[src/fetch_params.svh]
`ifndef FETCH_PARAMS_SVH
`define FETCH_PARAMS_SVH

// address and data width
`define XLEN 32

// entries in the queue toward decode
`define QUEUE_DEPTH 4

// 2-bit counters in the branch history table
// indexed by pc bits above bit 1
`define BHT_ENTRIES 16

// fixed entry point of the debug halt routine
`define DEBUG_HALT_ADDR 32'h0000_0800

`endif

[src/riscv_pkg.sv]
package riscv_pkg;

    // one fetched word, no compressed forms
    typedef logic [31:0] instr_t;

    // major opcodes in bits [6:0]
    typedef enum logic [6:0] {
        OP_LOAD   = 7'b0000011,
        OP_IMM    = 7'b0010011,
        OP_AUIPC  = 7'b0010111,
        OP_STORE  = 7'b0100011,
        OP_OP     = 7'b0110011,
        OP_LUI    = 7'b0110111,
        OP_BRANCH = 7'b1100011,
        OP_JALR   = 7'b1100111,
        OP_JAL    = 7'b1101111,
        OP_SYSTEM = 7'b1110011
    } opcode_e;

    // conditional branch layout
    typedef struct packed {
        logic       imm12;
        logic [5:0] imm10_5;
        logic [4:0] rs2;
        logic [4:0] rs1;
        logic [2:0] funct3;
        logic [3:0] imm4_1;
        logic       imm11;
        opcode_e    opcode;
    } btype_t;

    // jal layout
    typedef struct packed {
        logic       imm20;
        logic [9:0] imm10_1;
        logic       imm11;
        logic [7:0] imm19_12;
        logic [4:0] rd;
        opcode_e    opcode;
    } jtype_t;

endpackage

[src/frontend_pkg.sv]
`include "fetch_params.svh"

package frontend_pkg;

    // control flow that was predicted taken
    typedef enum logic [1:0] {
        CF_NONE,
        CF_BRANCH,
        CF_JUMP
    } cf_e;

    // exceptions raised while fetching
    typedef enum logic {
        FE_NONE,
        FE_ACCESS_FAULT
    } fe_ex_e;

    // one instruction handed to decode
    typedef struct packed {
        logic [`XLEN-1:0]  pc;
        riscv_pkg::instr_t instr;
        cf_e               cf;
        // predicted next pc
        logic [`XLEN-1:0]  target;
        fe_ex_e            ex;
    } fetch_entry_t;

    // history table lookup
    typedef struct packed {
        logic valid;
        logic taken;
    } bht_pred_t;

endpackage

[src/resolve_if.sv]
`timescale 1ns/1ps
`include "fetch_params.svh"

interface resolve_if;
    // report of one resolved control-flow instruction
    logic             valid;
    logic [`XLEN-1:0] pc;
    logic [`XLEN-1:0] target;
    logic             taken;
    logic             mispredict;
    logic             is_branch;

    // redirect of the next pc
    modport pc_mp (
        input valid,
        input mispredict,
        input target
    );

    // training of the history table
    modport bht_mp (
        input valid,
        input is_branch,
        input pc,
        input taken
    );
endinterface

[src/bht.sv]
`timescale 1ns/1ps
`include "fetch_params.svh"

module bht (
    input  logic                    clk_i,
    input  logic                    rst_ni,
    input  logic [`XLEN-1:0]        pc_i,
    resolve_if.bht_mp               resolve_i,
    output frontend_pkg::bht_pred_t pred_o
);
    localparam int IDX_W = $clog2(`BHT_ENTRIES);

    logic [1:0]              cnt_q [`BHT_ENTRIES];
    logic [`BHT_ENTRIES-1:0] valid_q;
    logic [IDX_W-1:0]        rd_idx;
    logic [IDX_W-1:0]        wr_idx;
    logic                    update;

    // word index, bits [1:0] are always zero
    assign rd_idx = pc_i[IDX_W+1:2];
    assign wr_idx = resolve_i.pc[IDX_W+1:2];
    // only conditional branches train the table
    assign update = resolve_i.valid & resolve_i.is_branch;

    // msb of the counter gives the direction
    assign pred_o.valid = valid_q[rd_idx];
    assign pred_o.taken = cnt_q[rd_idx][1];

    always_ff @(posedge clk_i or negedge rst_ni) begin
        if (!rst_ni) begin
            valid_q <= '0;
        end else if (update) begin
            valid_q[wr_idx] <= 1'b1;
        end
    end

    always_ff @(posedge clk_i) begin
        if (update) begin
            if (!valid_q[wr_idx]) begin
                // first sighting starts weakly taken or weakly not taken
                cnt_q[wr_idx] <= resolve_i.taken ? 2'b10 : 2'b01;
            end else if (resolve_i.taken && cnt_q[wr_idx] != 2'b11) begin
                cnt_q[wr_idx] <= cnt_q[wr_idx] + 2'd1;
            end else if (!resolve_i.taken && cnt_q[wr_idx] != 2'b00) begin
                cnt_q[wr_idx] <= cnt_q[wr_idx] - 2'd1;
            end
        end
    end

endmodule

[src/branch_predict.sv]
`timescale 1ns/1ps
`include "fetch_params.svh"

module branch_predict (
    input  logic                    rsp_valid_i,
    input  logic [`XLEN-1:0]        rsp_pc_i,
    input  riscv_pkg::instr_t       rsp_instr_i,
    input  frontend_pkg::bht_pred_t bht_pred_i,
    output logic                    bp_valid_o,
    output logic [`XLEN-1:0]        predict_addr_o,
    output frontend_pkg::cf_e       cf_o
);
    import riscv_pkg::*;
    import frontend_pkg::*;

    btype_t           b_instr;
    jtype_t           j_instr;
    logic             is_branch;
    logic             is_jal;
    logic [`XLEN-1:0] b_imm;
    logic [`XLEN-1:0] j_imm;
    logic             taken;

    // ----------------------------------------
    // instruction scan
    // ----------------------------------------
    assign b_instr = btype_t'(rsp_instr_i);
    assign j_instr = jtype_t'(rsp_instr_i);

    assign is_branch = (b_instr.opcode == OP_BRANCH);
    // jalr has no known target here and is left to execute
    assign is_jal = (j_instr.opcode == OP_JAL);

    // sign extended b immediate
    assign b_imm = {{(`XLEN-12){b_instr.imm12}}, b_instr.imm11,
                    b_instr.imm10_5, b_instr.imm4_1, 1'b0};
    // sign extended j immediate
    assign j_imm = {{(`XLEN-20){j_instr.imm20}}, j_instr.imm19_12,
                    j_instr.imm11, j_instr.imm10_1, 1'b0};

    // ----------------------------------------
    // direction
    // ----------------------------------------
    always_comb begin
        taken = 1'b0;
        cf_o  = CF_NONE;
        if (is_jal) begin
            taken = 1'b1;
            cf_o  = CF_JUMP;
        end else if (is_branch) begin
            if (bht_pred_i.valid) begin
                taken = bht_pred_i.taken;
            end else begin
                // static rule, backward taken
                taken = b_imm[`XLEN-1];
            end
            if (taken) cf_o = CF_BRANCH;
        end
    end

    assign bp_valid_o = rsp_valid_i & taken;

    // next pc of this word in either direction
    assign predict_addr_o = rsp_pc_i + (taken ? (is_jal ? j_imm : b_imm) : `XLEN'd4);

endmodule

[src/fetch_ctrl.sv]
`timescale 1ns/1ps
`include "fetch_params.svh"

module fetch_ctrl (
    input  logic                 clk_i,
    input  logic                 rst_ni,
    input  logic                 flush_i,
    input  logic [`XLEN-1:0]     boot_addr_i,
    // exception return and trap entry
    input  logic                 eret_i,
    input  logic [`XLEN-1:0]     epc_i,
    input  logic                 ex_valid_i,
    input  logic [`XLEN-1:0]     trap_vector_i,
    // commit flush and debug entry
    input  logic                 set_pc_commit_i,
    input  logic [`XLEN-1:0]     pc_commit_i,
    input  logic                 set_debug_pc_i,
    resolve_if.pc_mp             resolve_i,
    // memory port
    output logic                 fetch_req_o,
    output logic [`XLEN-1:0]     fetch_addr_o,
    input  logic                 fetch_ready_i,
    input  logic                 fetch_valid_i,
    input  logic [`XLEN-1:0]     fetch_data_i,
    input  logic                 fetch_err_i,
    output logic                 fetch_kill_o,
    // queue and predictor feedback
    input  logic                 queue_ready_i,
    input  logic                 replay_i,
    input  logic [`XLEN-1:0]     replay_addr_i,
    input  logic                 bp_valid_i,
    input  logic [`XLEN-1:0]     predict_addr_i,
    // registered response for the scan stage
    output logic                 rsp_valid_o,
    output logic [`XLEN-1:0]     rsp_pc_o,
    output riscv_pkg::instr_t    rsp_instr_o,
    output frontend_pkg::fe_ex_e rsp_ex_o
);
    import frontend_pkg::*;

    logic [`XLEN-1:0] npc_d;
    logic [`XLEN-1:0] npc_q;
    // set through reset and the first cycle after it
    logic             npc_rst_load_q;
    // request was accepted while the path changed
    logic             stale_q;
    logic [`XLEN-1:0] req_addr_q;
    logic             mispredict;
    logic             kill_req;
    logic             if_ready;
    logic             rsp_take;

    // ----------------------------------------
    // request and kill
    // ----------------------------------------
    assign mispredict = resolve_i.valid & resolve_i.mispredict;

    // path change drops the response in flight and the request made now
    assign kill_req = mispredict | flush_i | replay_i;
    // a taken prediction only drops the response in flight
    assign fetch_kill_o = kill_req | bp_valid_i | stale_q;

    // no request while the queue could overflow
    assign fetch_req_o = ~npc_rst_load_q & queue_ready_i;
    // taken prediction is fetched in the same cycle
    assign fetch_addr_o = bp_valid_i ? predict_addr_i : npc_q;
    assign if_ready = fetch_req_o & fetch_ready_i;

    assign rsp_take = fetch_valid_i & ~fetch_kill_o;

    // ----------------------------------------
    // next pc, later lines win
    // ----------------------------------------
    always_comb begin : npc_select
        npc_d = npc_q;
        if (npc_rst_load_q) npc_d = boot_addr_i;
        if (bp_valid_i) npc_d = predict_addr_i;
        // sequential word step
        if (if_ready) npc_d = {fetch_addr_o[`XLEN-1:2], 2'b00} + `XLEN'd4;
        // refetch what the queue refused
        if (replay_i) npc_d = replay_addr_i;
        if (mispredict) npc_d = resolve_i.target;
        if (eret_i) npc_d = epc_i;
        if (ex_valid_i) npc_d = trap_vector_i;
        // restart after the committing instruction
        if (set_pc_commit_i) npc_d = pc_commit_i + `XLEN'd4;
        if (set_debug_pc_i) npc_d = `DEBUG_HALT_ADDR;
    end

    always_ff @(posedge clk_i or negedge rst_ni) begin
        if (!rst_ni) begin
            npc_rst_load_q <= 1'b1;
            npc_q          <= '0;
            stale_q        <= 1'b0;
            rsp_valid_o    <= 1'b0;
        end else begin
            npc_rst_load_q <= 1'b0;
            npc_q          <= npc_d;
            stale_q        <= if_ready & kill_req;
            rsp_valid_o    <= rsp_take;
        end
    end

    // ----------------------------------------
    // response register
    // ----------------------------------------
    always_ff @(posedge clk_i) begin
        // address of the accepted request, read back one cycle later
        if (if_ready) req_addr_q <= fetch_addr_o;
        if (rsp_take) begin
            rsp_pc_o    <= req_addr_q;
            // faulted data is zeroed so the scan finds no jump in it
            rsp_instr_o <= fetch_err_i ? '0 : fetch_data_i;
            rsp_ex_o    <= fetch_err_i ? FE_ACCESS_FAULT : FE_NONE;
        end
    end

endmodule

[src/frontend.sv]
`timescale 1ns/1ps
`include "fetch_params.svh"

module frontend (
    input  logic                 clk_i,
    input  logic                 rst_ni,
    input  logic                 flush_i,
    input  logic [`XLEN-1:0]     boot_addr_i,
    // resolved control flow from execute
    input  logic                 resolve_valid_i,
    input  logic [`XLEN-1:0]     resolve_pc_i,
    input  logic [`XLEN-1:0]     resolve_target_i,
    input  logic                 resolve_taken_i,
    input  logic                 resolve_mispredict_i,
    input  logic                 resolve_branch_i,
    // csr redirects
    input  logic                 eret_i,
    input  logic [`XLEN-1:0]     epc_i,
    input  logic                 ex_valid_i,
    input  logic [`XLEN-1:0]     trap_vector_i,
    input  logic                 set_pc_commit_i,
    input  logic [`XLEN-1:0]     pc_commit_i,
    input  logic                 set_debug_pc_i,
    // instruction memory
    output logic                 fetch_req_o,
    output logic [`XLEN-1:0]     fetch_addr_o,
    input  logic                 fetch_ready_i,
    input  logic                 fetch_valid_i,
    input  logic [`XLEN-1:0]     fetch_data_i,
    input  logic                 fetch_err_i,
    output logic                 fetch_kill_o,
    // toward decode
    output logic                 entry_valid_o,
    input  logic                 entry_ready_i,
    output logic [`XLEN-1:0]     entry_pc_o,
    output riscv_pkg::instr_t    entry_instr_o,
    output frontend_pkg::cf_e    entry_cf_o,
    output logic [`XLEN-1:0]     entry_target_o,
    output frontend_pkg::fe_ex_e entry_ex_o
);
    import riscv_pkg::*;
    import frontend_pkg::*;

    resolve_if resolve_bus ();

    logic             rsp_valid;
    logic [`XLEN-1:0] rsp_pc;
    instr_t           rsp_instr;
    fe_ex_e           rsp_ex;
    bht_pred_t        bht_pred;
    logic             bp_valid;
    logic [`XLEN-1:0] predict_addr;
    cf_e              cf;
    logic             queue_ready;
    logic             replay;
    logic [`XLEN-1:0] replay_addr;
    fetch_entry_t     push_entry;
    fetch_entry_t     queue_entry;

    // ----------------------------------------
    // resolve bus
    // ----------------------------------------
    assign resolve_bus.valid      = resolve_valid_i;
    assign resolve_bus.pc         = resolve_pc_i;
    assign resolve_bus.target     = resolve_target_i;
    assign resolve_bus.taken      = resolve_taken_i;
    assign resolve_bus.mispredict = resolve_mispredict_i;
    assign resolve_bus.is_branch  = resolve_branch_i;

    fetch_ctrl i_fetch_ctrl (
        .clk_i           (clk_i),
        .rst_ni          (rst_ni),
        .flush_i         (flush_i),
        .boot_addr_i     (boot_addr_i),
        .eret_i          (eret_i),
        .epc_i           (epc_i),
        .ex_valid_i      (ex_valid_i),
        .trap_vector_i   (trap_vector_i),
        .set_pc_commit_i (set_pc_commit_i),
        .pc_commit_i     (pc_commit_i),
        .set_debug_pc_i  (set_debug_pc_i),
        .resolve_i       (resolve_bus.pc_mp),
        .fetch_req_o     (fetch_req_o),
        .fetch_addr_o    (fetch_addr_o),
        .fetch_ready_i   (fetch_ready_i),
        .fetch_valid_i   (fetch_valid_i),
        .fetch_data_i    (fetch_data_i),
        .fetch_err_i     (fetch_err_i),
        .fetch_kill_o    (fetch_kill_o),
        .queue_ready_i   (queue_ready),
        .replay_i        (replay),
        .replay_addr_i   (replay_addr),
        .bp_valid_i      (bp_valid),
        .predict_addr_i  (predict_addr),
        .rsp_valid_o     (rsp_valid),
        .rsp_pc_o        (rsp_pc),
        .rsp_instr_o     (rsp_instr),
        .rsp_ex_o        (rsp_ex)
    );

    // looked up with the registered pc during the scan cycle
    bht i_bht (
        .clk_i     (clk_i),
        .rst_ni    (rst_ni),
        .pc_i      (rsp_pc),
        .resolve_i (resolve_bus.bht_mp),
        .pred_o    (bht_pred)
    );

    branch_predict i_branch_predict (
        .rsp_valid_i    (rsp_valid),
        .rsp_pc_i       (rsp_pc),
        .rsp_instr_i    (rsp_instr),
        .bht_pred_i     (bht_pred),
        .bp_valid_o     (bp_valid),
        .predict_addr_o (predict_addr),
        .cf_o           (cf)
    );

    // ----------------------------------------
    // queue entry
    // ----------------------------------------
    assign push_entry.pc     = rsp_pc;
    assign push_entry.instr  = rsp_instr;
    assign push_entry.cf     = cf;
    assign push_entry.target = predict_addr;
    assign push_entry.ex     = rsp_ex;

    instr_queue i_instr_queue (
        .clk_i         (clk_i),
        .rst_ni        (rst_ni),
        .flush_i       (flush_i),
        .valid_i       (rsp_valid),
        .entry_i       (push_entry),
        .ready_o       (queue_ready),
        .replay_o      (replay),
        .replay_addr_o (replay_addr),
        .entry_o       (queue_entry),
        .entry_valid_o (entry_valid_o),
        .entry_ready_i (entry_ready_i)
    );

    assign entry_pc_o     = queue_entry.pc;
    assign entry_instr_o  = queue_entry.instr;
    assign entry_cf_o     = queue_entry.cf;
    assign entry_target_o = queue_entry.target;
    assign entry_ex_o     = queue_entry.ex;

endmodule

[src/instr_queue.sv]
`timescale 1ns/1ps
`include "fetch_params.svh"

module instr_queue (
    input  logic                       clk_i,
    input  logic                       rst_ni,
    input  logic                       flush_i,
    // from the scan stage
    input  logic                       valid_i,
    input  frontend_pkg::fetch_entry_t entry_i,
    output logic                       ready_o,
    output logic                       replay_o,
    output logic [`XLEN-1:0]           replay_addr_o,
    // toward decode
    output frontend_pkg::fetch_entry_t entry_o,
    output logic                       entry_valid_o,
    input  logic                       entry_ready_i
);
    import frontend_pkg::*;

    localparam int PTR_W = $clog2(`QUEUE_DEPTH);
    localparam logic [PTR_W:0] DEPTH = `QUEUE_DEPTH;

    fetch_entry_t     mem_q [`QUEUE_DEPTH];
    logic [PTR_W-1:0] wr_ptr_q;
    logic [PTR_W-1:0] rd_ptr_q;
    logic [PTR_W:0]   count_q;
    logic             full;
    logic             push;
    logic             pop;

    assign full = (count_q == DEPTH);
    assign push = valid_i & ~full;
    assign pop  = entry_valid_o & entry_ready_i;

    // room for two more, one in the response register and one in flight
    assign ready_o = (count_q < DEPTH - 1'b1);

    // refused entry goes back to fetch
    assign replay_o      = valid_i & full;
    assign replay_addr_o = entry_i.pc;

    assign entry_o       = mem_q[rd_ptr_q];
    assign entry_valid_o = (count_q != '0);

    // ----------------------------------------
    // pointers
    // ----------------------------------------
    always_ff @(posedge clk_i or negedge rst_ni) begin
        if (!rst_ni) begin
            wr_ptr_q <= '0;
            rd_ptr_q <= '0;
            count_q  <= '0;
        end else if (flush_i) begin
            wr_ptr_q <= '0;
            rd_ptr_q <= '0;
            count_q  <= '0;
        end else begin
            // pointers wrap on the power of two depth
            if (push) wr_ptr_q <= wr_ptr_q + 1'b1;
            if (pop) rd_ptr_q <= rd_ptr_q + 1'b1;
            if (push && !pop) begin
                count_q <= count_q + 1'b1;
            end else if (pop && !push) begin
                count_q <= count_q - 1'b1;
            end
        end
    end

    always_ff @(posedge clk_i) begin
        if (push) mem_q[wr_ptr_q] <= entry_i;
    end

endmodule

[config.mk]
export PLATFORM = sky130hd
export DESIGN_NAME = frontend
export DESIGN_NICKNAME = d
export VERILOG_FILES = /design/src/riscv_pkg.sv /design/src/frontend_pkg.sv /design/src/resolve_if.sv /design/src/bht.sv /design/src/branch_predict.sv /design/src/fetch_ctrl.sv /design/src/frontend.sv /design/src/instr_queue.sv
export VERILOG_INCLUDE_DIRS = /design/src
export SDC_FILE = /design/constraint.sdc
export NUM_CORES = 1
export LEC_CHECK = 0
export ABC_AREA = 0
export BUFFER_PORTS_ARGS = -buffer_cell sky130_fd_sc_hd__clkbuf_2
export CORE_ASPECT_RATIO = 0.7
export CORE_MARGIN = 2
export CORE_UTILIZATION = 45
export CTS_BUF_LIST = sky130_fd_sc_hd__clkbuf_8
export CTS_CLUSTER_SIZE = 20
export DETAILED_ROUTE_END_ITERATION = 12
export PLACE_DENSITY = 0.65
export SETUP_SLACK_MARGIN = 0.02
export SLEW_MARGIN = 20
export SYNTH_ARGS = -nofsm -noshare
export SYNTH_HDL_FRONTEND = slang
export SYNTH_HIERARCHICAL = 1
export SYNTH_SLANG_ARGS = --single-unit
[constraint.sdc]
create_clock -name clk_i -period 8.9 [get_ports clk_i]
set_clock_uncertainty 0.15 [all_clocks]
set_input_delay 0.445 -clock clk_i [delete_from_list [all_inputs] [get_ports clk_i]]
set_output_delay 0.445 -clock clk_i [all_outputs]
set_load 0.02 [all_outputs]
==> metrics.yaml <==
run_status: "complete, no violations"
core_area_mm2: 0.0612
whs_ps: 65.7
overflow: 0
start_util: 0.454
die_x_um: 301
clk_pin_slew_ps: 70
firstDrtPassIters: 5
ys_seq_elements: 583
place_inst: 2970
path_max_fanout: 12
synth_cell_types: 100
yosysMostFrequentCell: "edfxtp_1"
layout.cells.non_filler: 3195
grt_use_total: 0.253
drt_wl_total_um: 81400
numCtsBuffers: 90
syn_inst: 1911
grt_pass1_vias: 18253
met3_length_um: 8160
synth-warning-count: 6
utilization: 0.529
critPathCaptureType: "primary output"
drc_errors: 0
die_area_mm2: 0.0638
postRouteAntennaNets: 0
syn-num-nets: 2179
drive_gt1_frac: 0.282
port_buffers: 344
tightest_slew_ps: 1100
synth_edf_count: 525
grt_max_degree: 64
synth_top_area_share: 0.567
path_class: "reg -> out"
powerDensity_mw_per_mm2: 209
nets: 2567
total_power_mw: 6.78
tritoncts: "built"
antenna_cells: 0
grt_pass1_wl_um: 118000
cts_max_level: 3
netlist_area_mm2: 0.0278
area_delta_synth_final_pct: 16.5
drtIter0Drc: 1978
cts_sinks: 583
yosysSeqAreaShare: 0.620
yosys-top-cells-area: "edfxtp_1 (57%), mux4_2 (9.1%), dfrtp_1 (5.1%), xnor2_1 (1.6%), mux2i_1 (1.5%)"
viasPerCell: 5.89
avgSynthCellArea_um2: 14.5
cp.arrival_ps: 7390
critPathLaunchType: "flop"
dpl.hpwl_um: 56400
clockBufferDepth: 3
vias: 18809
grt_antenna_before_repair: 2
gp_congestion: 0.923
synth_top_area_cell: "edfxtp_1"
drv_slew: 0
p_leak_nw: 11.6
cts_root_buffer: "clkbuf_8"
r2r_cells: 23
met1_length_um: 36400
hold_viol: 0
ir_drop_v: 0.000119
io_pins: 373
highest_layer: "met4"
synthTopCellsByCount: "edfxtp_1 (525), mux4_2 (112), nand2_1 (101), nor2_1 (89), a21oi_1 (85)"
fp-row-count: 76
max_slew_margin: 0.260
hold_class: "in -> reg"
die_h_um: 212
rsz0062_at_grt: "no"
synthArstFlopShare: 0.0995
period_minus_slack_ps: 7990
finalSetupTns_ps: 0
cts_setup_buffers: 0
period_share: 0.898
fmaxAchievable_mhz: 125
clkLatencyLatePin_ps: 700
ys.flop_type: "edfxtp_1"
drv_cap: 0
setup_violations: 0
cp_data_required_time_ps: 8310
min_path_cells: 4
wl_per_cell_um: 25.5
routed-wl-met2_um: 35700
==> logic make-up (layout without fill, tap and decap cells) <==
kind of cell | after synthesis | after routing | synth area share
xor+xnor | 83 | 83 | 0.0262
flops | 583 | 583 | 0.620
compound gates | 390 | 390 | 0.0975
simple gates | 453 | 453 | 0.0858
other cells | 1 | 1 | 0.000135
fa+ha+maj | 29 | 29 | 0.0136
buf+inv | 189 | 654 | 0.0359
mux | 183 | 183 | 0.121
==> metrics by stage <==
stage,instance area (um^2),setup slack (ps)
6_report,32400,912
3_3_place_gp,30000,1420
2_1_floorplan,27800,1510
4_1_cts,32400,867
5_1_grt,32400,311
3_5_place_dp,30000,1370
==> worst paths after layout <==
| path | from | end | slack (ps) |
|---|---|---|---|
| hold reg to reg | i_fetch_ctrl/req_addr_q[18] | i_fetch_ctrl/rsp_pc_o[18] | 240 |
| setup / recovery | i_fetch_ctrl/rsp_pc_o[2] | fetch_addr_o[25] | 910 |
| min in group asynchronous | rst_ni | i_fetch_ctrl/npc_q[1] | 320 |
| hold / removal | epc_i[29] | i_fetch_ctrl/npc_q[29] | 70 |
| setup reg to reg | i_fetch_ctrl/rsp_pc_o[2] | i_fetch_ctrl/npc_q[24] | 950 |
| max in group asynchronous | rst_ni | i_instr_queue/rd_ptr_q[1] | 7590 |
==> report_power, final <==
part	switching (mW)	total (mW)	internal (mW)
registers	0.151	3.26	3.11
logic	0.782	1.33	0.551
clock network	1.07	2.18	1.11
==> what timing repair did <==
action	4_1_cts	5_1_grt
hold buffers	56	0
resized for setup	0	0
endpoints found under the hold margin	110	0
==> state kept, by name, summed over array words and instances (netlist names) <==
name                         count
i_fetch_ctrl/npc_q              32
i_fetch_ctrl/rsp_valid_o         1
i_instr_queue/wr_ptr_q           2
i_fetch_ctrl/rsp_ex_o            1
i_instr_queue/count_q            3
i_instr_queue/rd_ptr_q           2
i_fetch_ctrl/npc_rst_load_q      1
i_bht/valid_q                   16
i_fetch_ctrl/rsp_instr_o        32
i_fetch_ctrl/rsp_pc_o           32
i_instr_queue/mem_q            396
i_fetch_ctrl/stale_q             1
i_bht/cnt_q                     32
i_fetch_ctrl/req_addr_q         32
==> critical path: stages, from the launching register on <==
cell,delay (ps)
edfxtp_1,620
buf_4,290
mux4_2,510
mux4_2,550
mux2i_1,160
nor3b_2,570
and2_1,410
a21o_1,140
ha_1,280
and3_1,220
nor2b_1,130
a21oi_1,260
a21boi_2,140
a221oi_2,670
and3_1,320
a21oi_1,110
xnor2_1,760
mux2_2,360
clkbuf_2,180
==> cell usage in the layout, fill, tap and decap left out, drive strengths merged, types with 10 or more instances in the layout <==
master / synthesis / final
xnor2: 51 / 51
mux2i: 43 / 43
nand3b: 17 / 17
dfrtp: 57 / 57
nor2: 90 / 90
and3: 20 / 20
xor2: 32 / 32
clkbuf: 59 / 438
buf: 83 / 39
inv: 44 / 78
o22ai: 13 / 13
dlygate4sd3: 0 / 56
mux2: 22 / 22
or3: 10 / 10
and2: 16 / 16
nand3: 56 / 56
nor2b: 47 / 47
clkinv: 2 / 36
ha: 27 / 27
a22oi: 12 / 12
a211oi: 26 / 26
nor3: 23 / 23
nand2: 101 / 101
o21bai: 19 / 19
a32o: 10 / 10
a21oi: 89 / 89
o21ai: 86 / 86
o211ai: 19 / 19
edfxtp: 525 / 525
mux4: 118 / 118
nand4: 27 / 27
a21o: 16 / 16
==> cell type report <==
type	instances	area, um^2
fillers	5192	28900
clock buffers	94	1290
repair buffers	439	2570
multi-input cells	1139	9620
flip-flops and latches	583	17200
well taps	819	1020
clock inverters	75	462
inverters	46	173
==> per-layer routing <==
layer / GRT usage / vias to the layer above
met5: 0 / -
met2: 0.371 / 927
li1: - / 8300
met1: 0.379 / 9491
met3: 0.0686 / 91
met4: 0.0498 / 0
Note: power is estimated with default switching activity, not from simulation.
